===== src/source/instruction_format_pkg.sv =====
/*
 * Instruction word encoding shared by the strand FSMs and the selection top.
 * Strided vector memory operations carry a marker in the top three bits
 * and a 12-bit stride in the low bits.
 */
`default_nettype none

package instruction_format_pkg;

	typedef logic [31:0] instr_t;
	typedef logic [11:0] stride_t;

	localparam instr_t INSTR_NOP = '0;

	// Top three bits all set mark a strided vector load or store
	localparam logic [2:0] STRIDED_MARK = 3'b111;

	function automatic logic is_strided_op(input instr_t instr);
		return instr[31:29] == STRIDED_MARK;
	endfunction

	// Byte stride between consecutive lanes
	function automatic stride_t stride_of(input instr_t instr);
		return instr[11:0];
	endfunction

endpackage

`default_nettype wire


===== src/source/strand_pkg.sv =====
/*
 * Strand level types for the selection stage: indices, lane and offset
 * widths, the per-strand FSM states and the structs that carry fetch
 * slots, rollback control and the issued instruction to decode.
 */
`default_nettype none

package strand_pkg;

	localparam int NUM_STRANDS = 4;

	typedef logic [$clog2(NUM_STRANDS)-1:0] strand_idx_t;
	typedef logic [NUM_STRANDS-1:0] strand_oh_t;

	// Lanes of a vector register issue from 15 down to 0
	typedef logic [3:0] lane_t;
	typedef logic [31:0] addr_t;
	typedef logic [31:0] offset_t;

	typedef enum logic [1:0] {
		STRAND_READY,
		STRAND_VECTOR,
		STRAND_STALL,
		STRAND_SUSPENDED
	} strand_state_t;

	// Next instruction of one strand as presented by fetch
	typedef struct packed {
		instruction_format_pkg::instr_t instruction;
		addr_t pc;
		logic valid;
		logic branch_predicted;
		logic long_latency;
	} fetch_slot_t;

	// Pulses from the rollback and memory units
	typedef struct packed {
		logic rollback;
		logic retry;
		logic suspend;
		logic resume;
		offset_t rollback_offset;
		lane_t rollback_lane;
	} strand_ctrl_t;

	typedef struct packed {
		addr_t pc;
		instruction_format_pkg::instr_t instruction;
		lane_t reg_lane;
		offset_t strided_offset;
		strand_idx_t strand;
		logic branch_predicted;
		logic long_latency;
	} issue_t;

endpackage

`default_nettype wire


===== src/source/execute_hazard_detect.sv =====
/*
 * Writeback conflict check for the execute merge point. Remembers recent
 * long-latency issues and blocks short-latency strands in the cycle whose
 * result would collide with the long-latency one.
 */
`timescale 1ns/1ps
`default_nettype none

module execute_hazard_detect
	import strand_pkg::*;
#(
	parameter int NUM_STRANDS = strand_pkg::NUM_STRANDS,
	parameter int LONG_GAP = 3
)
(
	input wire					clk,
	input wire					reset,
	input wire strand_oh_t		grant_i,
	input wire strand_oh_t		short_latency_i,
	input wire strand_oh_t		long_latency_i,
	output strand_oh_t			hazard_o
);

	// Bit n set means a long-latency issue n+1 cycles ago
	logic [LONG_GAP-1:0] long_issued;
	logic issued_now;

	assign issued_now = |(grant_i & long_latency_i);

	always_ff @(posedge clk, posedge reset)
	begin
		if (reset)
			long_issued <= '0;
		else
			long_issued <= (long_issued << 1) | LONG_GAP'(issued_now);
	end

	// Short-latency strands would land on the long pipeline's result
	assign hazard_o = {NUM_STRANDS{long_issued[LONG_GAP-1]}} & short_latency_i;

endmodule

`default_nettype wire


===== config.mk =====
export PLATFORM = sky130hd
export DESIGN_NAME = execute_hazard_detect
export DESIGN_NICKNAME = d
export VERILOG_FILES = /design/src/source/instruction_format_pkg.sv /design/src/source/strand_pkg.sv /design/src/source/execute_hazard_detect.sv
export SDC_FILE = /design/constraint.sdc
export NUM_CORES = 1
export LEC_CHECK = 0
export BUFFER_PORTS_ARGS = -buffer_cell sky130_fd_sc_hd__buf_4
export CAP_MARGIN = 20
export CORE_AREA = 2 2 39 41
export CTS_CLUSTER_SIZE = 14
export DETAILED_ROUTE_END_ITERATION = 12
export DIE_AREA = 0 0 41 43
export SLEW_MARGIN = 40
export SYNTH_ARGS = -nofsm -noshare
export SYNTH_HDL_FRONTEND = slang
export SYNTH_SLANG_ARGS = --single-unit

===== constraint.sdc =====
create_clock -name clk -period 1 [get_ports clk]
set_clock_uncertainty 0.2 [all_clocks]
set_input_delay 0.1 -clock clk [delete_from_list [all_inputs] [get_ports clk]]
set_output_delay 0.1 -clock clk [all_outputs]
set_load 0.01 [all_outputs]

Word-level counts from Yosys, hierarchy flattened --
Index checks and enable logic that the tools add are counted. Widths: inputs -> output; s select.
Operators by class: bitwise gates (word level) 3, reduce and logical (&&, ||, !) cells 1
Operators with widths (count):
- $and 4x4->4 | 2
- $reduce_or 4->1 | 1
- $or 3x1->3 | 1
Storage, ports and cells: register bits after elaboration 3, input bits 14, output and inout bits 4, word-level logic and storage cells 5

Logic depth before layout (Yosys ltp) --
Gate-level depths: netlist (run 1).
depth in word-level cells 3, depth in mapped cells 2, depth with buffers taken out 2

Least setup slack after synthesis (run 1) --
OpenSTA, ideal clock, no wires.
path type flip-flop to output port, from register long_issued[2], to output port hazard_o[1], data arrival time 540 ps, required time 700 ps, setup slack 160 ps, cell stages (with the launch flop) 2, buffers on the path 0, path through dfrtp_1 and2_1
Between the ends: longest elaborated chain between the ends 1
Ends and longest elaborated chain:
- start: declaration | RTL line execute_hazard_detect.sv:25 | logic [LONG_GAP-1:0] long_issued;
- start signal: assignment | RTL line execute_hazard_detect.sv:35 | long_issued <= (long_issued << 1) | LONG_GAP'(issued_now);
- $and 4x4->4 | RTL line execute_hazard_detect.sv:39 | assign hazard_o = {NUM_STRANDS{long_issued[LONG_GAP-1]}} & short_latency_i;
- end: declaration | RTL line execute_hazard_detect.sv:21 | output strand_oh_t hazard_o
Every way passes these cells.

Worst setup path after layout (run 1) --
from register long_issued[2], to output port hazard_o[2]
The elaborated chain is that of the path after synthesis.

==> impl_metrics.env, run 1 <==
export IMPL_cts_tree="built"
export IMPL_drt_iter0_drc=5
export IMPL_area_growth_syn_to_layout_pct=170
export IMPL_layout_min_cycle_time_ps=1180
export IMPL_largest_reg_flops=3
export IMPL_root_buffer="clkbuf_4"
export IMPL_critPathLaunchType="flip-flop"
export IMPL_crit_slowest_cell="dfrtp_1"
export IMPL_irDropWorstVdd_v=0.000625
export IMPL_ys_seq_area_frac=0.612
export IMPL_yosysTopAreaCellShare=0.612
export IMPL_routed_via_density=3.47
export IMPL_yosys_warnings=0
export IMPL_post_dp_cell_area_um2=270
export IMPL_nets=48
export IMPL_setup_ws_ps=-177
export IMPL_firstDrtPassIters=2
export IMPL_clk_pin_slew_worst_paths_ps=40
export IMPL_finalSetupViolations=4
export IMPL_dieArea_um2=1760
export IMPL_yosys_area_top_type="dfrtp_1"
export IMPL_hold_violations=1
export IMPL_cp_max_fo=4
export IMPL_synthTopCellsByArea="dfrtp_1, and2_1, a22oi_1"
export IMPL_cts_hold_buf=1
export IMPL_finalCritPeriodShare=1.18
export IMPL_cts_num_sinks=3
export IMPL_violations="hold timing, setup timing"
export IMPL_crit_type="flip-flop to output pin"
export IMPL_crit_chain="and2_4 > buf_6"
export IMPL_syn_num_nets=25
export IMPL_diodes=0
export IMPL_end_kind="output pin"
export IMPL_power_density_nw_per_um2=1360
export IMPL_power_leakage_nw=0.169
export IMPL_routed_wl_um=350
export IMPL_place_inst=44
export IMPL_top_register="long_issued"
export IMPL_slew_headroom=0.887
export IMPL_synth_cell_types=5
export IMPL_required_ps=700
export IMPL_fillers=155
export IMPL_floorplan_initialDensity=0.0886
export IMPL_stdcell_count=49
export IMPL_final_area_um2=332
export IMPL_max_stage_delay_ps=390
export IMPL_tightest_slew_ps=169
export IMPL_largest_registers="long_issued: 3 flops"
export IMPL_post_cts_buffers=0
export IMPL_pre_cts_ws_ps=35.6
export IMPL_route_vias_total=170
export IMPL_worstHoldPathType="input pin to flip-flop"
export IMPL_wl_per_cell_um=7.14
export IMPL_rsz0062_at_grt="yes"
export IMPL_overflow=0
export IMPL_hold_ws_ps=-112
export IMPL_placementRows=14
export IMPL_status="finished, violations left"
export IMPL_netlist_area_um2=123
export IMPL_antenna_found_initial=0
export IMPL_ys_ff_latch=3
export IMPL_synth_area_per_cell_um2=11.1
export IMPL_die_w_um=41
export IMPL_ant_nets=0
export IMPL_maxCapViolations=0
export IMPL_numCtsBuffers=3
export IMPL_slew_violations=0
export IMPL_htreeDepth=1
export IMPL_arrival_ps=880
export IMPL_synth_cells=11
export IMPL_grt_pass1_vias=143
export IMPL_clock_latency_ps=230
export IMPL_grt_pass1_wl_um=496
export IMPL_gp_congestion=0.605
export IMPL_cts_max_path_buffers=2
export IMPL_io_pins=18
export IMPL_drc_errors=0
export IMPL_grt_max_degree=5
export IMPL_drive_gt1_frac=0.727
export IMPL_die_y_um=43
export IMPL_max_freq_ghz=0.849
export IMPL_core_um2=1380
export IMPL_portBuffers=17
export IMPL_grt_use_total=0.0483
==> kinds of logic (layout without fill, tap and decap cells) <==
kind of cell           after synthesis  count (layout)  synth area share
AOI/OAI and AO/OA                    2               2             0.122
buffers and inverters                1              23            0.0306
DFF                                  3               3             0.612
and+or+nand+nor                      5               5             0.235
==> critical path: cells and delay by family (launching register included) <==
kind	cells	cell delay [ps]
buffers and inverters	1	110
and+or+nand+nor	1	150
DFF	1	390
==> per-layer routing <==
| metal | track usage | wire, um | vias up |
|---|---|---|---|
| met5 | 0 | 0 | - |
| met4 | 0.0200 | 0 | 0 |
| met3 | 0.0681 | 86 | 0 |
| met2 | 0.0656 | 157 | 20 |
| met1 | 0.0357 | 105 | 71 |
| li1 | - | - | 79 |
==> report_power, final <==
group	total [mW]	internal [mW]	switching, mW
clock network	0.209	0.149	0.0598
registers	0.137	0.133	0.00495
logic	0.104	0.0763	0.0273
==> final timing paths <==
path,start,endpoint,slack (ps),cells past startpoint
setup / recovery,long_issued[2],hazard_o[2],-180,2
hold / removal,long_latency_i[3],long_issued[0],-110,3
setup reg to reg,long_issued[0],long_issued[1],330,0
hold reg to reg,long_issued[1],long_issued[2],150,0
max in group asynchronous,reset,long_issued[2],380,3
min in group asynchronous,reset,long_issued[0],90,3
==> Yosys cell counts <==
library cell / instances
inv_1: 1
dfrtp_1: 3
and2_1: 4
a22oi_1: 2
nand2_1: 1
==> cells in the final DEF (no fill, tap or decap), drive strengths merged <==
cell / synthesis / layout
dlygate4sd3: 0 / 1
a22oi: 2 / 2
inv: 1 / 1
dfrtp: 3 / 3
clkbuf: 0 / 4
and2: 4 / 4
buf: 0 / 17
nand2: 1 / 1
==> through the flow <==
step           utilization  power, mW  TNS [ps]
5_1_grt              0.240      0.490      -901
6_report             0.240      0.450      -703
3_5_place_dp         0.195      0.221         0
2_1_floorplan            -      0.160         0
4_1_cts              0.234      0.454      -773
3_3_place_gp         0.195      0.218         0
==> repair_timing <==
| action | CTS | global route |
|---|---|---|
| pin swaps | 2 | 1 |
| cloned | 0 | 0 |
| setup endpoints to repair | 4 | 4 |
| gates resized for setup | 5 | 3 |
| endpoints found under the hold margin | 4 | 1 |
==> cell type report <==
type / count / area (um^2) / share of cell area
Inverter: 1 / 3.75 / 0.0113
Multi-Input combinational cell: 7 / 53.8 / 0.162
Clock buffer: 4 / 26.3 / 0.0792
Timing Repair Buffer: 18 / 153 / 0.460
Sequential cell: 3 / 75.1 / 0.226
Tap cell: 16 / 20.0 / 0.0604
Power figures use the tool's default switching activity.
==> run 2: changes to the inputs <==
--- a/config.mk
+++ b/config.mk
@@ -5,6 +5,7 @@
 export SDC_FILE = /design/constraint.sdc
 export NUM_CORES = 1
 export LEC_CHECK = 0
+export ABC_AREA = 1
 export BUFFER_PORTS_ARGS = -buffer_cell sky130_fd_sc_hd__buf_4
 export CAP_MARGIN = 20
 export CORE_AREA = 2 2 39 41
==> impl_metrics.env, run 2 <==
export IMPL_largest_reg_flops=3
export IMPL_rsz0062_at_grt="yes"
export IMPL_floorplan_initialDensity=0.103
export IMPL_drc_errors=0
export IMPL_max_freq_ghz=0.869
export IMPL_yosys_warnings=0
export IMPL_ant_nets=0
export IMPL_post_dp_cell_area_um2=290
export IMPL_yosysMostFrequentCell="nand2_1"
export IMPL_cts_num_sinks=3
export IMPL_netlist_area_um2=143
export IMPL_gp_congestion=0.570
export IMPL_yosysTopAreaCellShare=0.526
export IMPL_nets=58
export IMPL_post_cts_buffers=0
export IMPL_layout_common_cells="buf_4, nand2_1, inv_1, buf_6"
export IMPL_synth_edf_count=0
export IMPL_die_w_um=41
export IMPL_setup_ws_ps=-151
export IMPL_firstDrtPassIters=2
export IMPL_placementRows=14
export IMPL_crit_slowest_cell="dfrtp_1"
export IMPL_tightest_slew_ps=115
export IMPL_path_delay_family="flip-flops"
export IMPL_synth_async_reset_ratio=1.00
export IMPL_synth_flop_cell="dfrtp_1"
export IMPL_ys_ff_latch=3
export IMPL_numCtsBuffers=3
export IMPL_route_vias_total=203
export IMPL_end_kind="output pin"
export IMPL_dp_hpwl_um=301
export IMPL_top_register="long_issued"
export IMPL_diodes=0
export IMPL_total_power_mw=0.446
export IMPL_slew_violations=0
export IMPL_grt_use_total=0.0574
export IMPL_cts_tree="built"
export IMPL_hold_violations=1
export IMPL_synth_area_per_cell_um2=6.79
export IMPL_portBuffers=17
export IMPL_yosys_top_cells_count="nand2_1, inv_1, dfrtp_1"
export IMPL_die_y_um=43
export IMPL_largest_registers="long_issued: 3 flops"
export IMPL_drive_gt1_frac=0.535
export IMPL_place_inst=54
export IMPL_hold_ws_ps=-51.3
export IMPL_syn_num_nets=35
export IMPL_htreeDepth=1
export IMPL_synth_cells=21
export IMPL_synthTopCellsByArea="dfrtp_1, nand2_1, inv_1"
export IMPL_cts_max_path_buffers=2
export IMPL_antenna_found_initial=0
export IMPL_max_stage_delay_ps=390
export IMPL_slew_headroom=0.923
export IMPL_arrival_ps=850
export IMPL_clk_pin_slew_worst_paths_ps=40
export IMPL_clock_latency_ps=230
export IMPL_final_area_um2=342
export IMPL_required_ps=700
export IMPL_finalCritPeriodShare=1.15
export IMPL_yosys_area_top_type="dfrtp_1"
export IMPL_cts_hold_buf=1
export IMPL_wl_per_cell_um=6.19
export IMPL_io_pins=18
export IMPL_dieArea_um2=1760
export IMPL_maxCapViolations=0
export IMPL_grt_pass1_vias=186
export IMPL_grt_pass1_wl_um=607
export IMPL_area_growth_syn_to_layout_pct=139
export IMPL_power_density_nw_per_um2=1310
export IMPL_finalSetupViolations=4
export IMPL_cp_max_fo=4
export IMPL_worstHoldPathType="input pin to flip-flop"
export IMPL_status="finished, violations left"
export IMPL_irDropWorstVdd_v=0.000526
export IMPL_critPathLaunchType="flip-flop"
export IMPL_crit_buf_inv=2
export IMPL_violations="hold timing, setup timing"
export IMPL_core_um2=1380
export IMPL_final_common_cell="buf_4"
export IMPL_synth_cell_types=3
export IMPL_crit_type="flip-flop to output pin"
export IMPL_stdcell_count=59
export IMPL_routed_wl_um=365
export IMPL_drt_iter0_drc=4
export IMPL_grt_max_degree=5
export IMPL_ys_seq_area_frac=0.526
export IMPL_layout_min_cycle_time_ps=1150
export IMPL_crit_chain="nand2_1 > inv_2 > buf_6"
export IMPL_fillers=153
export IMPL_overflow=0
export IMPL_root_buffer="clkbuf_4"
export IMPL_power_leakage_nw=0.207
export IMPL_routed_via_density=3.44
[run 2: cell types whose count changed in the layout (fill, tap and decap cells not counted), sizes merged]
cell | before | now
nand2 | 1 | 11
and2 | 4 | 0
a22oi | 2 | 0
inv | 1 | 7
[run 2: path summary, 6_finish.rpt]
| check | slack [ps] | to | from | cells past startpoint |
|---|---|---|---|---|
| hold reg to reg | 140 | long_issued[2] | long_issued[1] | 0 |
| setup / recovery | -150 | hazard_o[0] | long_issued[2] | 3 |
| setup reg to reg | 330 | long_issued[1] | long_issued[0] | 0 |
| max in group asynchronous | 370 | long_issued[1] | reset | 3 |
| min in group asynchronous | 100 | long_issued[2] | reset | 3 |
| hold / removal | -50 | long_issued[0] | long_latency_i[2] | 5 |
[run 2: cell type report]
class	instances	area, um^2	area share
well taps	16	20.0	0.0586
clock buffers	4	26.3	0.0769
multi-input cells	11	41.3	0.121
repair buffers	18	153	0.447
flip-flops and latches	3	75.1	0.220
inverters	7	26.3	0.0769
[run 2: power by group]
| part | switching, mW | leakage, nW | internal (mW) |
|---|---|---|---|
| logic | 0.0353 | 0.160 | 0.0662 |
| clock network | 0.0581 | 0.0150 | 0.149 |
| registers | 0.00471 | 0.0320 | 0.133 |
| total | 0.0980 | 0.207 | 0.348 |
[run 2: metrics by stage]
step	setup TNS, ps	hold slack [ps]	util	worst slack (ps)
floorplan	0	-346	-	201
global placement	0	-222	0.210	93.6
detailed placement	0	-218	0.210	83.9
CTS	-632	-52.4	0.247	-165
global route	-775	-18.7	0.247	-201
finish	-586	-51.3	0.247	-151
[run 2: per-layer routing]
layer,part of all wire,vias up,global-route usage
li1,-,100,-
met1,0.36,85,0.0422
met2,0.41,18,0.0813
met3,0.22,0,0.0628
met4,0,0,0.0400
met5,0,-,0
[run 2: cell families (layout without fill, tap and decap cells)]
group | after synthesis | count (layout) | synth area share
buffers and inverters | 7 | 29 | 0.184
DFF | 3 | 3 | 0.526
and+or+nand+nor | 11 | 11 | 0.289
[run 2: timing repair]
item	CTS	global route
pin swaps	4	3
endpoints found under the setup margin	4	4
hold endpoints to repair	4	1
resized for setup	4	3
==> run 3: changes to the inputs <==
--- a/config.mk
+++ b/config.mk
@@ -12,6 +12,7 @@
 export CTS_CLUSTER_SIZE = 14
 export DETAILED_ROUTE_END_ITERATION = 12
 export DIE_AREA = 0 0 41 43
+export PLACE_DENSITY_LB_ADDON = 0.3
 export SLEW_MARGIN = 40
 export SYNTH_ARGS = -nofsm -noshare
 export SYNTH_HDL_FRONTEND = slang
==> impl_metrics.env, run 3 (same netlist as run 2, synthesis figures left out) <==
export IMPL_drc_errors=0
export IMPL_finalCritPeriodShare=1.15
export IMPL_maxCapViolations=0
export IMPL_firstDrtPassIters=2
export IMPL_overflow=0
export IMPL_crit_path_start="long_issued[2]"
export IMPL_worstHoldPathType="input pin to flip-flop"
export IMPL_status="finished, violations left"
export IMPL_arrival_ps=850
export IMPL_cts_tree="built"
export IMPL_final_common_cell="buf_4"
export IMPL_drive_gt1_frac=0.488
export IMPL_io_pins=18
export IMPL_gp_congestion=0.527
export IMPL_diodes=0
export IMPL_nets=58
export IMPL_slew_violations=0
export IMPL_largest_reg_flops=3
export IMPL_finalSetupViolations=4
export IMPL_utilization=0.247
export IMPL_wl_per_cell_um=6.15
export IMPL_power_density_nw_per_um2=1330
export IMPL_antenna_found_initial=0
export IMPL_numCtsBuffers=3
export IMPL_dieArea_um2=1760
export IMPL_cts_hold_buf=1
export IMPL_grt_pass1_vias=173
export IMPL_drt_iter0_drc=2
export IMPL_placementRows=14
export IMPL_rsz0062_at_grt="yes"
export IMPL_violations="hold timing, setup timing"
export IMPL_grt_max_degree=5
export IMPL_crit_type="flip-flop to output pin"
export IMPL_pre_cts_ws_ps=75.8
export IMPL_hold_ws_ps=-73.2
export IMPL_area_growth_syn_to_layout_pct=139
export IMPL_r2r_end="long_issued[1]"
export IMPL_fillers=156
export IMPL_endpoint="hazard_o[2]"
export IMPL_cts_num_sinks=3
export IMPL_slew_headroom=0.923
export IMPL_route_vias_total=201
export IMPL_whs_path_depth=5
export IMPL_die_y_um=43
export IMPL_core_um2=1380
export IMPL_portBuffers=17
export IMPL_htreeDepth=1
export IMPL_power_leakage_nw=0.210
export IMPL_clock_latency_ps=230
export IMPL_layout_min_cycle_time_ps=1150
export IMPL_dp_hpwl_um=274
export IMPL_r2r_start="long_issued[0]"
export IMPL_rrSetupSlack_ps=340
export IMPL_hold_violations=1
export IMPL_critPathLaunchType="flip-flop"
export IMPL_die_w_um=41
export IMPL_max_freq_ghz=0.868
export IMPL_routed_via_density=3.41
export IMPL_layout_common_cells="buf_4, nand2_1, inv_1"
export IMPL_root_buffer="clkbuf_4"
export IMPL_cp_max_fo=4
export IMPL_setup_ws_ps=-152
export IMPL_routed_wl_um=363
export IMPL_reg2reg_depth=0
export IMPL_post_cts_buffers=0
export IMPL_irDropWorstVdd_v=0.000608
export IMPL_floorplan_initialDensity=0.103
export IMPL_clk_pin_slew_worst_paths_ps=40
export IMPL_end_kind="output pin"
export IMPL_tightest_slew_ps=116
export IMPL_grt_use_total=0.0614
export IMPL_cts_max_path_buffers=2
export IMPL_largest_registers="long_issued: 3 flops"
export IMPL_grt_pass1_wl_um=600
export IMPL_ant_nets=0
export IMPL_required_ps=700
export IMPL_top_register="long_issued"
==> run 3: changes by cell type in the layout (fill, tap and decap cells not counted) <==
cell | before | now
inv_1 | 4 | 6
inv_2 | 3 | 1
==> run 3: stage by stage <==
stage / std cells / setup TNS (ps) / power, mW / instance area [um^2]
6_report: 59 / -590 / 0.453 / 342
5_1_grt: 59 / -804 / 0.501 / 342
4_1_cts: 59 / -664 / 0.469 / 342
3_5_place_dp: 54 / 0 / 0.225 / 290
3_3_place_gp: 54 / 0 / 0.225 / 290
2_1_floorplan: 21 / 0 / 0.165 / 143
==> run 3: area by class of cell <==
cell class / instances / area [um^2] / share of cell area
multi-input cells: 11 / 41.3 / 0.121
clock buffers: 4 / 26.3 / 0.0769
inverters: 7 / 26.3 / 0.0769
well taps: 16 / 20.0 / 0.0586
repair buffers: 18 / 153 / 0.447
flip-flops and latches: 3 / 75.1 / 0.220
==> run 3: worst min path at each step <==
| stage | startpoint | to |
|---|---|---|
| after floorplan | reset | long_issued[0] |
| after global placement | reset | long_issued[2] |
| after detailed placement | reset | long_issued[2] |
| after CTS | long_latency_i[2] | long_issued[0] |
| after global routing | long_latency_i[2] | long_issued[0] |
| final | long_latency_i[2] | long_issued[0] |
==> run 3: critical path, stage by stage (launching register included) <==
cell and delay [ps]:
dfrtp_1 390, nand2_1 80, inv_2 30, buf_6 110
==> run 3: where the power goes <==
group / internal, mW / leakage (nW) / switching, mW
logic: 0.0657 / 0.164 / 0.0332
registers: 0.132 / 0.0320 / 0.00485
clock network: 0.150 / 0.0150 / 0.0667
==> run 3: routing by layer <==
| layer | up-vias | track usage | wire length, um |
|---|---|---|---|
| met5 | - | 0 | 0 |
| met1 | 78 | 0.0455 | 120 |
| met2 | 22 | 0.0719 | 123 |
| met4 | 0 | 0.0400 | 9 |
| met3 | 2 | 0.0942 | 109 |
| li1 | 99 | - | - |
==> run 3: what timing repair did <==
item | in CTS | in global routing
endpoints found under the setup margin | 4 | 4
gates resized for setup | 4 | 1
endpoints found under the hold margin | 4 | 1
pin swaps | 3 | 2
