$ cat src/source/instruction_format_pkg.sv
/*
 * Instruction word encoding shared by the strand FSMs and the selection top.
 * Strided vector memory operations carry a marker in the top three bits
 * and a 12-bit stride in the low bits.
 */
`default_nettype none

package instruction_format_pkg;

	typedef logic [31:0] instr_t;
	typedef logic [11:0] stride_t;

	localparam instr_t INSTR_NOP = '0;

	// Top three bits all set mark a strided vector load or store
	localparam logic [2:0] STRIDED_MARK = 3'b111;

	function automatic logic is_strided_op(input instr_t instr);
		return instr[31:29] == STRIDED_MARK;
	endfunction

	// Byte stride between consecutive lanes
	function automatic stride_t stride_of(input instr_t instr);
		return instr[11:0];
	endfunction

endpackage

`default_nettype wire

$ cat src/source/strand_pkg.sv
/*
 * Strand level types for the selection stage: indices, lane and offset
 * widths, the per-strand FSM states and the structs that carry fetch
 * slots, rollback control and the issued instruction to decode.
 */
`default_nettype none

package strand_pkg;

	localparam int NUM_STRANDS = 4;

	typedef logic [$clog2(NUM_STRANDS)-1:0] strand_idx_t;
	typedef logic [NUM_STRANDS-1:0] strand_oh_t;

	// Lanes of a vector register issue from 15 down to 0
	typedef logic [3:0] lane_t;
	typedef logic [31:0] addr_t;
	typedef logic [31:0] offset_t;

	typedef enum logic [1:0] {
		STRAND_READY,
		STRAND_VECTOR,
		STRAND_STALL,
		STRAND_SUSPENDED
	} strand_state_t;

	// Next instruction of one strand as presented by fetch
	typedef struct packed {
		instruction_format_pkg::instr_t instruction;
		addr_t pc;
		logic valid;
		logic branch_predicted;
		logic long_latency;
	} fetch_slot_t;

	// Pulses from the rollback and memory units
	typedef struct packed {
		logic rollback;
		logic retry;
		logic suspend;
		logic resume;
		offset_t rollback_offset;
		lane_t rollback_lane;
	} strand_ctrl_t;

	typedef struct packed {
		addr_t pc;
		instruction_format_pkg::instr_t instruction;
		lane_t reg_lane;
		offset_t strided_offset;
		strand_idx_t strand;
		logic branch_predicted;
		logic long_latency;
	} issue_t;

endpackage

`default_nettype wire

$ cat src/source/strand_fsm.sv
/*
 * Issue state machine of a single strand. Tracks whether the strand may
 * issue, steps strided vector operations through the lanes, waits out a
 * fixed stall after long-latency instructions and parks on a cache miss.
 */
`timescale 1ns/1ps
`default_nettype none

module strand_fsm
	import instruction_format_pkg::*;
	import strand_pkg::*;
#(
	parameter int LONG_STALL = 4
)
(
	input wire					clk,
	input wire					reset,

	// From fetch and the rollback unit
	input wire fetch_slot_t		fetch_i,
	input wire strand_ctrl_t	ctrl_i,

	// From the arbiter
	input wire					grant_i,

	output logic				ready_o,
	output logic				instruction_req_o,
	output lane_t				reg_lane_o,
	output offset_t				strided_offset_o
);

	localparam int STALL_W = $clog2(LONG_STALL + 1);
	localparam lane_t FIRST_LANE = '1;

	strand_state_t state;
	lane_t lane;
	offset_t offset;
	logic [STALL_W-1:0] stall_count;
	logic strided;
	logic last_issue;
	logic redirect;

	assign strided = is_strided_op(fetch_i.instruction);

	// A plain instruction issues once, a strided one finishes on lane 0
	assign last_issue = !strided || lane == '0;

	// Rollback, retry and suspend all override a grant in this cycle
	assign redirect = ctrl_i.rollback || ctrl_i.retry || ctrl_i.suspend;

	assign ready_o = fetch_i.valid && (state == STRAND_READY || state == STRAND_VECTOR);
	assign instruction_req_o = grant_i && last_issue && !redirect;
	assign reg_lane_o = lane;
	assign strided_offset_o = offset;

	always_ff @(posedge clk, posedge reset)
	begin
		if (reset)
		begin
			state <= STRAND_READY;
			lane <= FIRST_LANE;
			offset <= '0;
			stall_count <= '0;
		end
		else if (ctrl_i.rollback)
		begin
			// Restart the instruction from its first lane
			state <= STRAND_READY;
			lane <= FIRST_LANE;
			offset <= '0;
		end
		else if (ctrl_i.retry)
		begin
			// Pick the vector transfer up where it faulted
			state <= STRAND_READY;
			lane <= ctrl_i.rollback_lane;
			offset <= ctrl_i.rollback_offset;
		end
		else if (ctrl_i.suspend)
			state <= STRAND_SUSPENDED;
		else
		begin
			case (state)
				STRAND_READY, STRAND_VECTOR:
				begin
					if (grant_i)
					begin
						if (last_issue)
						begin
							lane <= FIRST_LANE;
							offset <= '0;
							if (fetch_i.long_latency)
							begin
								state <= STRAND_STALL;
								stall_count <= STALL_W'(LONG_STALL - 1);
							end
							else
								state <= STRAND_READY;
						end
						else
						begin
							// Next lane, next element address
							lane <= lane - 1'b1;
							offset <= offset + offset_t'(stride_of(fetch_i.instruction));
							state <= STRAND_VECTOR;
						end
					end
				end

				STRAND_STALL:
				begin
					if (stall_count == '0)
						state <= STRAND_READY;
					else
						stall_count <= stall_count - 1'b1;
				end

				STRAND_SUSPENDED:
				begin
					if (ctrl_i.resume)
						state <= STRAND_READY;
				end

				default:
					state <= STRAND_READY;
			endcase
		end
	end

	// The arbiter only grants strands that reported ready
	grant_only_when_ready: assert property (
		@(posedge clk) disable iff (reset) grant_i |-> ready_o)
		else $error("strand_fsm: grant while strand not ready");

endmodule

`default_nettype wire

$ cat config.mk
export PLATFORM = sky130hd
export DESIGN_NAME = strand_fsm
export DESIGN_NICKNAME = d
export VERILOG_FILES = /design/src/source/instruction_format_pkg.sv /design/src/source/strand_pkg.sv /design/src/source/strand_fsm.sv
export SDC_FILE = /design/constraint.sdc
export NUM_CORES = 1
export LEC_CHECK = 0
export BUFFER_PORTS_ARGS = -buffer_cell sky130_fd_sc_hd__buf_2
export CORE_MARGIN = 1
export CORE_UTILIZATION = 38
export DETAILED_ROUTE_END_ITERATION = 8
export MAX_ROUTING_LAYER = met4
export PLACE_DENSITY = 0.68
export SYNTH_ARGS = -nofsm -noshare
export SYNTH_HDL_FRONTEND = slang
export SYNTH_SLANG_ARGS = --single-unit
$ cat constraint.sdc
create_clock -name clk -period 4.1 [get_ports clk]
set_clock_uncertainty 0.2 [all_clocks]
set_input_delay 0.82 -clock clk [delete_from_list [all_inputs] [get_ports clk]]
set_output_delay 0.82 -clock clk [all_outputs]
set_load 0.05 [all_outputs]
* Word-level counts from Yosys, hierarchy flattened
Index checks and enable logic that the tools add are counted.
Word-level totals: register bits after elaboration 41
Operators by class: add/subtract/negate cells 3, eq/ne operators 12, multiplexer cells 26, bitwise operators 3, reduce and logical (&&, ||, !) cells 19
Operator list (number):
- $mux W32 | 6
- $add A32 B12 Y32 | 1
- $mux W4 | 6
- $mux W2 | 8
- $ne A5 B5 Y1 const B | 3
- $mux W3 | 4
- $ne A2 B2 Y1 const B | 4
- $reduce_and A8 Y1 | 1
- $pmux W2 S3 | 1
- $pmux W3 S2 | 1
- $reduce_and A3 Y1 | 2
- $reduce_bool A3 Y1 | 2
- $eq A2 B2 Y1 const B | 2
- $logic_not A4 Y1 | 1
- $logic_or A1 B1 Y1 | 4
- $sub A4 B1 Y4 const B | 1
- $eq A3 B3 Y1 const B | 1
- $logic_and A1 B1 Y1 | 3
- $logic_not A3 Y1 | 1
- $ne A3 B1 Y1 const B | 1
- $not A1 Y1 | 3
- $sub A3 B1 Y3 const B | 1
- $eq A2 B1 Y1 const B | 1
- $logic_not A1 Y1 | 2
- 3 further kinds | 3

* Longest topological paths before layout
Gate-level depths: netlist (run 1).
depth in word-level cells 9, gate-level depth with buffers 9

* Worst setup path before layout (run 1)
No wires, ideal clock.
path type input-to-reg, from input fetch_i[35] in the netlist's numbering, to register offset[22] (netlist: strided_offset_o[22]), arrival 2728 ps, data required time 3776 ps, slack 1048 ps, stages 8, path buffers 0, cells stage by stage ha_1 fa_1 a21o_1 a221oi_2 nand3b_4 and2_1 nor4_1 a211o_1
Between the ends: word-level cells in the longest chain between the ends 7
RTL lines:
- start: declaration | line strand_fsm.sv:20 | input wire fetch_slot_t fetch_i,
- $add A32 B12 Y32 | line strand_fsm.sv:104 | offset <= offset + offset_t'(stride_of(fetch_i.instruction));
- $mux W32 | line strand_fsm.sv:88 | if (last_issue)
- $mux W32 | line strand_fsm.sv:86 | if (grant_i)
- $mux W32 | line strand_fsm.sv:83 | case (state)
- $mux W32 | line strand_fsm.sv:79 | else if (ctrl_i.suspend)
- $mux W32 | line strand_fsm.sv:72 | else if (ctrl_i.retry)
- $mux W32 | line strand_fsm.sv:65 | else if (ctrl_i.rollback)
- end signal: assignment | line strand_fsm.sv:77 | offset <= ctrl_i.rollback_offset;
- end signal: assignment | line strand_fsm.sv:104
- end: declaration | line strand_fsm.sv:37 | offset_t offset;
No other way between the ends. The select of a mux whose other input is x is not followed. A chain may end at the register's enable or synchronous reset.

* Worst setup path after layout (run 1)
from register lane[0] (netlist: reg_lane_o[0]), to output instruction_req_o
Between the ends: word-level cells in the longest chain between the ends 4
RTL lines:
- start: declaration | line strand_fsm.sv:36 | lane_t lane;
- start signal: assignment | line strand_fsm.sv:76 | lane <= ctrl_i.rollback_lane;
- start signal: assignment | line strand_fsm.sv:103 | lane <= lane - 1'b1;
- $logic_not A4 Y1 | line strand_fsm.sv:46 | assign last_issue = !strided || lane == '0;
- $logic_or A1 B1 Y1 | line strand_fsm.sv:46
- $logic_and A1 B1 Y1 (2 in a row) | line strand_fsm.sv:52 | assign instruction_req_o = grant_i && last_issue && !redirect;
- end: declaration | line strand_fsm.sv:27 | output logic instruction_req_o,
No other way between the ends.

==> results of run 1 <==
-- logic make-up after synthesis --
kind of cell,after synthesis
adders and majority gates,16
buffers and inverters,26
DFF,41
AOI/OAI and AO/OA,121
and+or+nand+nor,133
xor gates and xnor gates,13
-- worst min-delay path, cell delays in order, from the launching register on --
cell and delay, ns:
dfstp_2 0.38, inv_1 0.06, a21oi_1 0.06
-- state kept, by name, summed over array words and instances, names as in the netlist --
register          cells
state                 2
stall_count           3
reg_lane_o            4
strided_offset_o     32
-- synthesized netlist by cell type (all sizes together), types with 3 or more instances --
| library cell | instances |
|---|---|
| nand2 | 38 |
| dfrtp | 37 |
| a21oi | 25 |
| o21ai | 24 |
| nor2 | 19 |
| nand3 | 17 |
| ha | 15 |
| o311ai | 13 |
| a22oi | 11 |
| inv | 11 |
| and3 | 10 |
| and2 | 9 |
| clkbuf | 9 |
| nor3 | 9 |
| o211ai | 9 |
| a21o | 7 |
| nor2b | 7 |
| xor2 | 7 |
| buf | 6 |
| nor4 | 6 |
| xnor2 | 6 |
| a211o | 4 |
| dfstp | 4 |
| a221o | 3 |
| a31oi | 3 |
| nand2b | 3 |
| o21a | 3 |
| or2 | 3 |
-- layout make-up --
class / instances / area, µm²
Tap cell: 102 / 127.6
Clock inverter: 2 / 10.01
Clock buffer: 6 / 72.57
Sequential cell: 41 / 1031
Inverter: 11 / 41.29
Timing Repair Buffer: 102 / 523.0
Fill cell: 801 / 4000
Multi-Input combinational cell: 283 / 1882
-- worst paths after layout --
check / from / endpoint / cells after the start
setup / recovery: reg_lane_o[0]$_DFFE_PP1P_ / instruction_req_o / 6
setup reg to reg: strided_offset_o[0]$_DFFE_PP0P_ / strided_offset_o[22]$_DFFE_PP0P_ / 8
max in group asynchronous: reset / strided_offset_o[23]$_DFFE_PP0P_ / 3
hold reg to reg: reg_lane_o[1]$_DFFE_PP1P_ / reg_lane_o[1]$_DFFE_PP1P_ / 2
min in group asynchronous: reset / strided_offset_o[4]$_DFFE_PP0P_ / 2
hold / removal: reg_lane_o[1]$_DFFE_PP1P_ / reg_lane_o[1]$_DFFE_PP1P_ / 2
-- where the power goes --
part / switching, mW / internal (mW)
combinational: 0.223 / 0.115
sequential: 0.0374 / 0.437
clock: 0.147 / 0.118
total: 0.408 / 0.671
-- per-stage QoR --
step	hold slack, ns	instance area [µm²]	utilization
3_3_place_gp	0.2812	3605	0.4689
3_5_place_dp	0.2832	3605	0.4689
4_1_cts	0.2964	3687	0.4797
2_1_floorplan	0.2667	3020	-
5_1_grt	0.3263	3687	0.4797
6_report	0.2967	3687	0.4797
-- layer usage --
metal,part of all wire,vias to the layer above
met5,0,-
met3,0.067,10
met1,0.46,1502
met4,0.012,0
li1,-,1517
met2,0.46,123
==> metrics.md, run 1 <==
| Metric | Value |
|---|---|
| Outcome | `finished, final reports clean` |
| Worst Hold Class | `flip-flop to flip-flop` |
| GR peak layer | `met2` |
| Crit path capture type | `output port` |
| Total power | `1.079 mW` |
| CP max FO | `9` |
| Largest net degree at the start of global routing | `30` |
| Detailed Place HPWL | `around 6300 µm` |
| CTS H-tree lvls | `2` |
| FF+latch count, synth | `around 40` |
| Synth area leader | `dfrtp_1` |
| Multiplexer share of the synthesized area | `0` |
| Slowest cell on crit path | `nor3b_1` |
| Clock Sinks | `41` |
| CTS tree | `done` |
| Layout Cells excl Fill | `about 550` |
| Synth Instances | `350` |
| Share of cells above drive strength 1 | `0.2742` |
| Yosys warns | `0` |
| Main synth FF type | `dfrtp_1` |
| Post-CTS setup repair buffer count | `0` |
| Adder-cell area share of the yosys netlist | `0.06877` |
| Crit Path Class | `flip-flop to output port` |
| GP Congestion | `around 0.90` |
| Synth Cell Area | `roughly 3000 µm²` |
| DP Worst Slack | `about 0.64 ns` |
| Root buf cell | `clkbuf_8` |
| Initial antenna violation count | `0` |
| Max stage delay on crit path | `approximately 0.44 ns` |
| XOR/XNOR share of the synthesized area | `0.03770` |
| Simple-gate share of the synthesized area | `0.2332` |
| Post-Place Cells | `between 500 and 600` |
| GR Layer Usage met3 | `0.03099` |
| Grt ovf | `0` |
| Pwr/cell area | `between 200 and 300 nW/µm²` |
| Crit share post-route | `0.7683` |
| Final WL | `8558 µm` |
| Slew Viols, Final | `0` |
| Largest family of logic cells by synthesized area | `compound AO/OA/AOI/OAI gates` |
| GR met2 Demand/Resource | `0.3321` |
| Synth Area in Compound Gates | `0.2833` |
| CP required | `slightly above 3 ns` |
| Rel. slew slack | `0.4155` |
| Leak | `approximately 1.8 nW` |
| Max-cap check violation count | `0` |
| TritonCTS Buffers | `5` |
| Post-synthesis sequential area ratio | `0.3413` |
| Post-cts repair resize count | `0` |
| Via density | `5.762` |
| Number of global-route vias before repair | `about 3000` |
| Maximum buffer depth of the clock tree | `2` |
| Clock Pin Slew Worst Setup and Hold Paths | `about 0.08 ns` |
| Final worst slack | `approximately 0.95 ns` |
| Final Net Count | `570` |
| Fraction of registers with async set/reset | `1.000` |
| Initial core utilization | `0.3929` |
| Buf/Inv on CP | `2` |
| Number of enable flip-flop cells after synthesis | `0` |
| Starting DRT DRC Count | `between 150 and 200` |
| Endpoints failing setup | `0` |
| Via Count | `3152` |
| Synth unique cells | `60` |
| Average cell area after synthesis | `8.630 µm²` |
| Register-to-register setup slack | `1.20 ns` |
| Die height | `roughly 91 µm` |
| Worst IR Drop VDD | `between 100 and 150 µV` |
| WP data arrival | `2.13 ns` |
| Worst slew pin tran | `between 0.8 and 0.9 ns` |
| Highest Clock Rate | `approximately 320 MHz` |
| Startpoint types | `flip-flop` |
| Die Footprint | `between 8000 and 9000 µm²` |
| Layout overhead on the synthesized area | `22.08%` |
| Met1 Usage GRT | `0.3012` |
| Top cell type's share of synthesized area | `0.3065` |
| Synth area leaders | `dfrtp_1 (31%), ha_1 (6.2%), nand2_1 (4.7%), a21oi_1 (4.1%), dfstp_2 (3.5%)` |
| Commonest non-fill, non-tap cell in the layout | `buf_2` |
| Final hold vios | `0` |
| Port Buf Inserts | `97` |
| Crit-path cells | `inv_1, ha_1, nor3b_1, or2_2, and3_1, buf_2` |
| Drt first pass iters | `5` |
| First-pass GRT wire length | `between 10000 and 15000 µm` |
| # diodes | `0` |
| Die Width | `approximately 90 µm` |
| Post-synthesis net count | `~480` |
| Min cycle time layout | `around 3.1 ns` |
| I/O pin total | `around 150` |
| Most frequent cells in the layout | `buf_2 (97), nand2_1 (38), dfrtp_1 (37)` |
| RSZ-0062 raised after global routing | `no` |
| GRT Util Overall | `0.2172` |
| Top delay family on crit path | `simple AND/OR/NAND/NOR gates` |
| Post-CTS Hold Buffers | `0` |
| Routed len/inst | `15.65 µm` |
| Post-route DRC | `0` |
| Final TNS setup | `0 ns` |
| Clock Latency Late Sink | `roughly 0.3 ns` |
| DRT antenna net count | `0` |
| Cell row count | `32` |
| Core Box Area | `7687 µm²` |
No activity file was read; power rests on OpenSTA's default activity.
==> inputs of run 2 (changes only) <==
PLACE_DENSITY = 0.71   (was 0.68)
clock period = 2.54 ns   (was 4.1 ns; I/O delays follow)
==> run 2 against run 1 <==
The run now ends with DRC left. Highest routed layer unchanged. Sequential power increased by 61%. Critical path depth increased by 3. Utilization increased by 4.9 points. Register-to-register slack got worse by 1.2 ns. Power increased by 80%. Clock-buffer cell count increased by 1. Design area increased by 10%. Sequential cell count unchanged. Non-clock buffer count increased by 34. Die area unchanged. First-iteration DRC count decreased by 14%.
==> metrics.md, run 2 (same netlist as run 1, synthesis figures left out) <==
| Metric | Value |
|---|---|
| Outcome | `finished with violations (was finished, final reports clean)` |
| Violated checks | `DRC` |
| Placement Cell Area | `3875 µm² (was 3605 µm²)` |
| Buf/Inv on CP | `1 (was 2)` |
| Maximum buffer depth of the clock tree | `2 (unchanged)` |
| Final TNS setup | `0 ns (unchanged)` |
| Layout overhead on the synthesized area | `34.59% (was 22.08%)` |
| Crit-path cells | `ha_4, fa_2, a21o_1, a221oi_2, buf_4, nand3b_4, and2_4, nor4_1, a211o_1 (was inv_1, ha_1, nor3b_1, or2_2, and3_1, buf_2)` |
| Slew Viols, Final | `0 (unchanged)` |
| Endpoints failing setup | `0 (unchanged)` |
| Share of cells above drive strength 1 | `0.3528 (was 0.2742)` |
| Clock Latency Late Sink | `0.30 ns (about the same)` |
| R2R Path End | `strided_offset_o[22]$_DFFE_PP0P_ (unchanged)` |
| CP max FO | `8 (was 9)` |
| Drt first pass iters | `6 (was 5)` |
| CP Launch Point | `strided_offset_o[0]$_DFFE_PP0P_ (was reg_lane_o[0]$_DFFE_PP1P_)` |
| Initial antenna violation count | `0 (unchanged)` |
| TritonCTS Buffers | `5 (unchanged)` |
| Register-to-register setup slack | `0.008 ns (was 1.20 ns)` |
| Die Width | `91.16 µm (unchanged)` |
| Util after Layout | `0.5288 (was 0.4797)` |
| Min cycle time layout | `~2.5 ns` |
| Register-to-Register Path Depth | `9 (was 8)` |
| Crit Path Class | `flip-flop to flip-flop (was flip-flop to output port)` |
| Rel. slew slack | `0.6215 (was 0.4155)` |
| Port Buf Inserts | `97 (unchanged)` |
| Final Net Count | `604 (was 570)` |
| Initial core utilization | `0.3929 (unchanged)` |
| Startpoint types | `flip-flop (unchanged)` |
| Root buf cell | `clkbuf_8 (unchanged)` |
| Detailed Place HPWL | `6560 µm (was 6324 µm)` |
| GP Congestion | `0.9048 (was 0.9022)` |
| End point of the critical path | `strided_offset_o[22]$_DFFE_PP0P_ (was instruction_req_o)` |
| I/O pin total | `148 (unchanged)` |
| Worst Hold Class | `input port to asynchronous set/reset pin (was flip-flop to flip-flop)` |
| Leak | `1.964 nW (was 1.771 nW)` |
| Commonest non-fill, non-tap cell in the layout | `buf_2 (unchanged)` |
| Most frequent cells in the layout | `buf_2 (96), nand2_1 (38), buf_4 (38) (was buf_2 (97), nand2_1 (38), dfrtp_1 (37))` |
| WP data arrival | `2.51 ns (was 2.13 ns)` |
| Core Box Area | `7687 µm² (unchanged)` |
| Die height | `91.16 µm (unchanged)` |
| Top delay family on crit path | `compound AO/OA/AOI/OAI gates (was simple AND/OR/NAND/NOR gates)` |
| Routed len/inst | `15.17 µm (was 15.65 µm)` |
| Highest Clock Rate | `395.0 MHz` |
| Worst slew pin tran | `0.5678 ns (was 0.8729 ns)` |
| DRT antenna net count | `0 (unchanged)` |
| Die Footprint | `8309 µm² (unchanged)` |
| GRT Util Overall | `0.2236 (was 0.2172)` |
| Clock Sinks | `41 (unchanged)` |
| Post-route DRC | `1 (was 0)` |
| Cell row count | `32 (unchanged)` |
| CTS H-tree lvls | `2 (unchanged)` |
| Worst IR Drop VDD | `296.9 µV (was 134.8 µV)` |
| Total power | `1.942 mW (was 1.079 mW)` |
| Final hold vios | `0 (unchanged)` |
| Largest net degree at the start of global routing | `42 (was 30)` |
| Worst flop-to-flop path startpoint | `strided_offset_o[0]$_DFFE_PP0P_ (unchanged)` |
| CP required | `2.52 ns (was 3.08 ns)` |
| Max reg flops | `32 (unchanged)` |
| Crit path capture type | `flip-flop (was output port)` |
| Crit. path cell count | `9 (was 6)` |
| Starting DRT DRC Count | `131 (was 153)` |
| Fillers | `741 (was 801)` |
| Slowest cell on crit path | `dfrtp_2 (was nor3b_1)` |
| Design Area, Final | `4065 µm² (was 3687 µm²)` |
| Final WL | `8815 µm (was 8558 µm)` |
| First-pass GRT wire length | `14620 µm (was 14270 µm)` |
| Max stage delay on crit path | `0.44 ns (about the same)` |
| Max-cap check violation count | `0 (unchanged)` |
| Pwr/cell area | `477.7 nW/µm² (was 292.5 nW/µm²)` |
| RSZ-0062 raised after global routing | `yes (was no)` |
| Via density | `5.549 (was 5.762)` |
| Crit share post-route | `0.9967` |
| CTS tree | `done (unchanged)` |
| Clock Pin Slew Worst Setup and Hold Paths | `0.09 ns (was 0.08 ns)` |
| Via Count | `3224 (was 3152)` |
| # diodes | `0 (unchanged)` |
| Grt ovf | `0 (unchanged)` |
| Number of global-route vias before repair | `3123 (was 2930)` |
-- run 2: per-layer routing --
metal  global-route usage  vias to the layer above  share of wire
met3              0.03266                       11          0.057
met2               0.3605                      117           0.46
met4              0.05952                        0          0.011
li1                     -                     1584              -
met5                    -                        -              0
met1               0.2944                     1512           0.47
-- run 2: through the flow --
stage / cells / hold slack (ns) / setup slack [ns]
2_1_floorplan: 350 / 0.2667 / -0.07479
5_1_grt: 581 / 0.2039 / -0.07810
4_1_cts: 579 / 0.1590 / 0.004961
3_5_place_dp: 570 / 0.2998 / -0.1841
6_report: 581 / 0.1286 / 0.008404
3_3_place_gp: 570 / 0.2828 / -0.1417
-- run 2: what timing repair did --
item,in CTS,in global routing
hold buffers,0,0
pin swaps,0,3
setup buffers,1,2
cloned,0,0
gates resized for setup,5,9
endpoints found under the setup margin,1,11
-- run 2: power breakdown --
group	leakage [nW]	internal (mW)	switching (mW)
registers	0.527	0.706	0.0591
logic	1.38	0.237	0.377
clock network	0.0585	0.321	0.241
-- run 2: worst min path at each step --
stage | start | endpoint | slack [ns] | cells after the start
floorplan | stall_count[1]$_DFFE_PP0P_ | stall_count[1]$_DFFE_PP0P_ | 0.27 | 2
global placement | stall_count[1]$_DFFE_PP0P_ | stall_count[1]$_DFFE_PP0P_ | 0.28 | 2
detailed placement | reg_lane_o[0]$_DFFE_PP1P_ | reg_lane_o[0]$_DFFE_PP1P_ | 0.30 | 2
CTS | reset | strided_offset_o[20]$_DFFE_PP0P_ | 0.16 | 3
global route | reset | strided_offset_o[5]$_DFFE_PP0P_ | 0.20 | 3
finish | reset | strided_offset_o[1]$_DFFE_PP0P_ | 0.13 | 3
-- run 2: final cells by class --
type	instances	area, µm²	share of cell area
clock buffers	7	86.33	0.02124
clock inverters	1	30.03	0.007387
inverters	11	41.29	0.01016
multi-input cells	283	1946	0.4786
flip-flops and latches	41	1033	0.2542
well taps	102	127.6	0.03139
repair buffers	136	800.8	0.1970
-- run 2: worst min-delay path, stage by stage --
cell and delay, ns:
buf_2 0.09, inv_1 0.04, buf_4 0.45
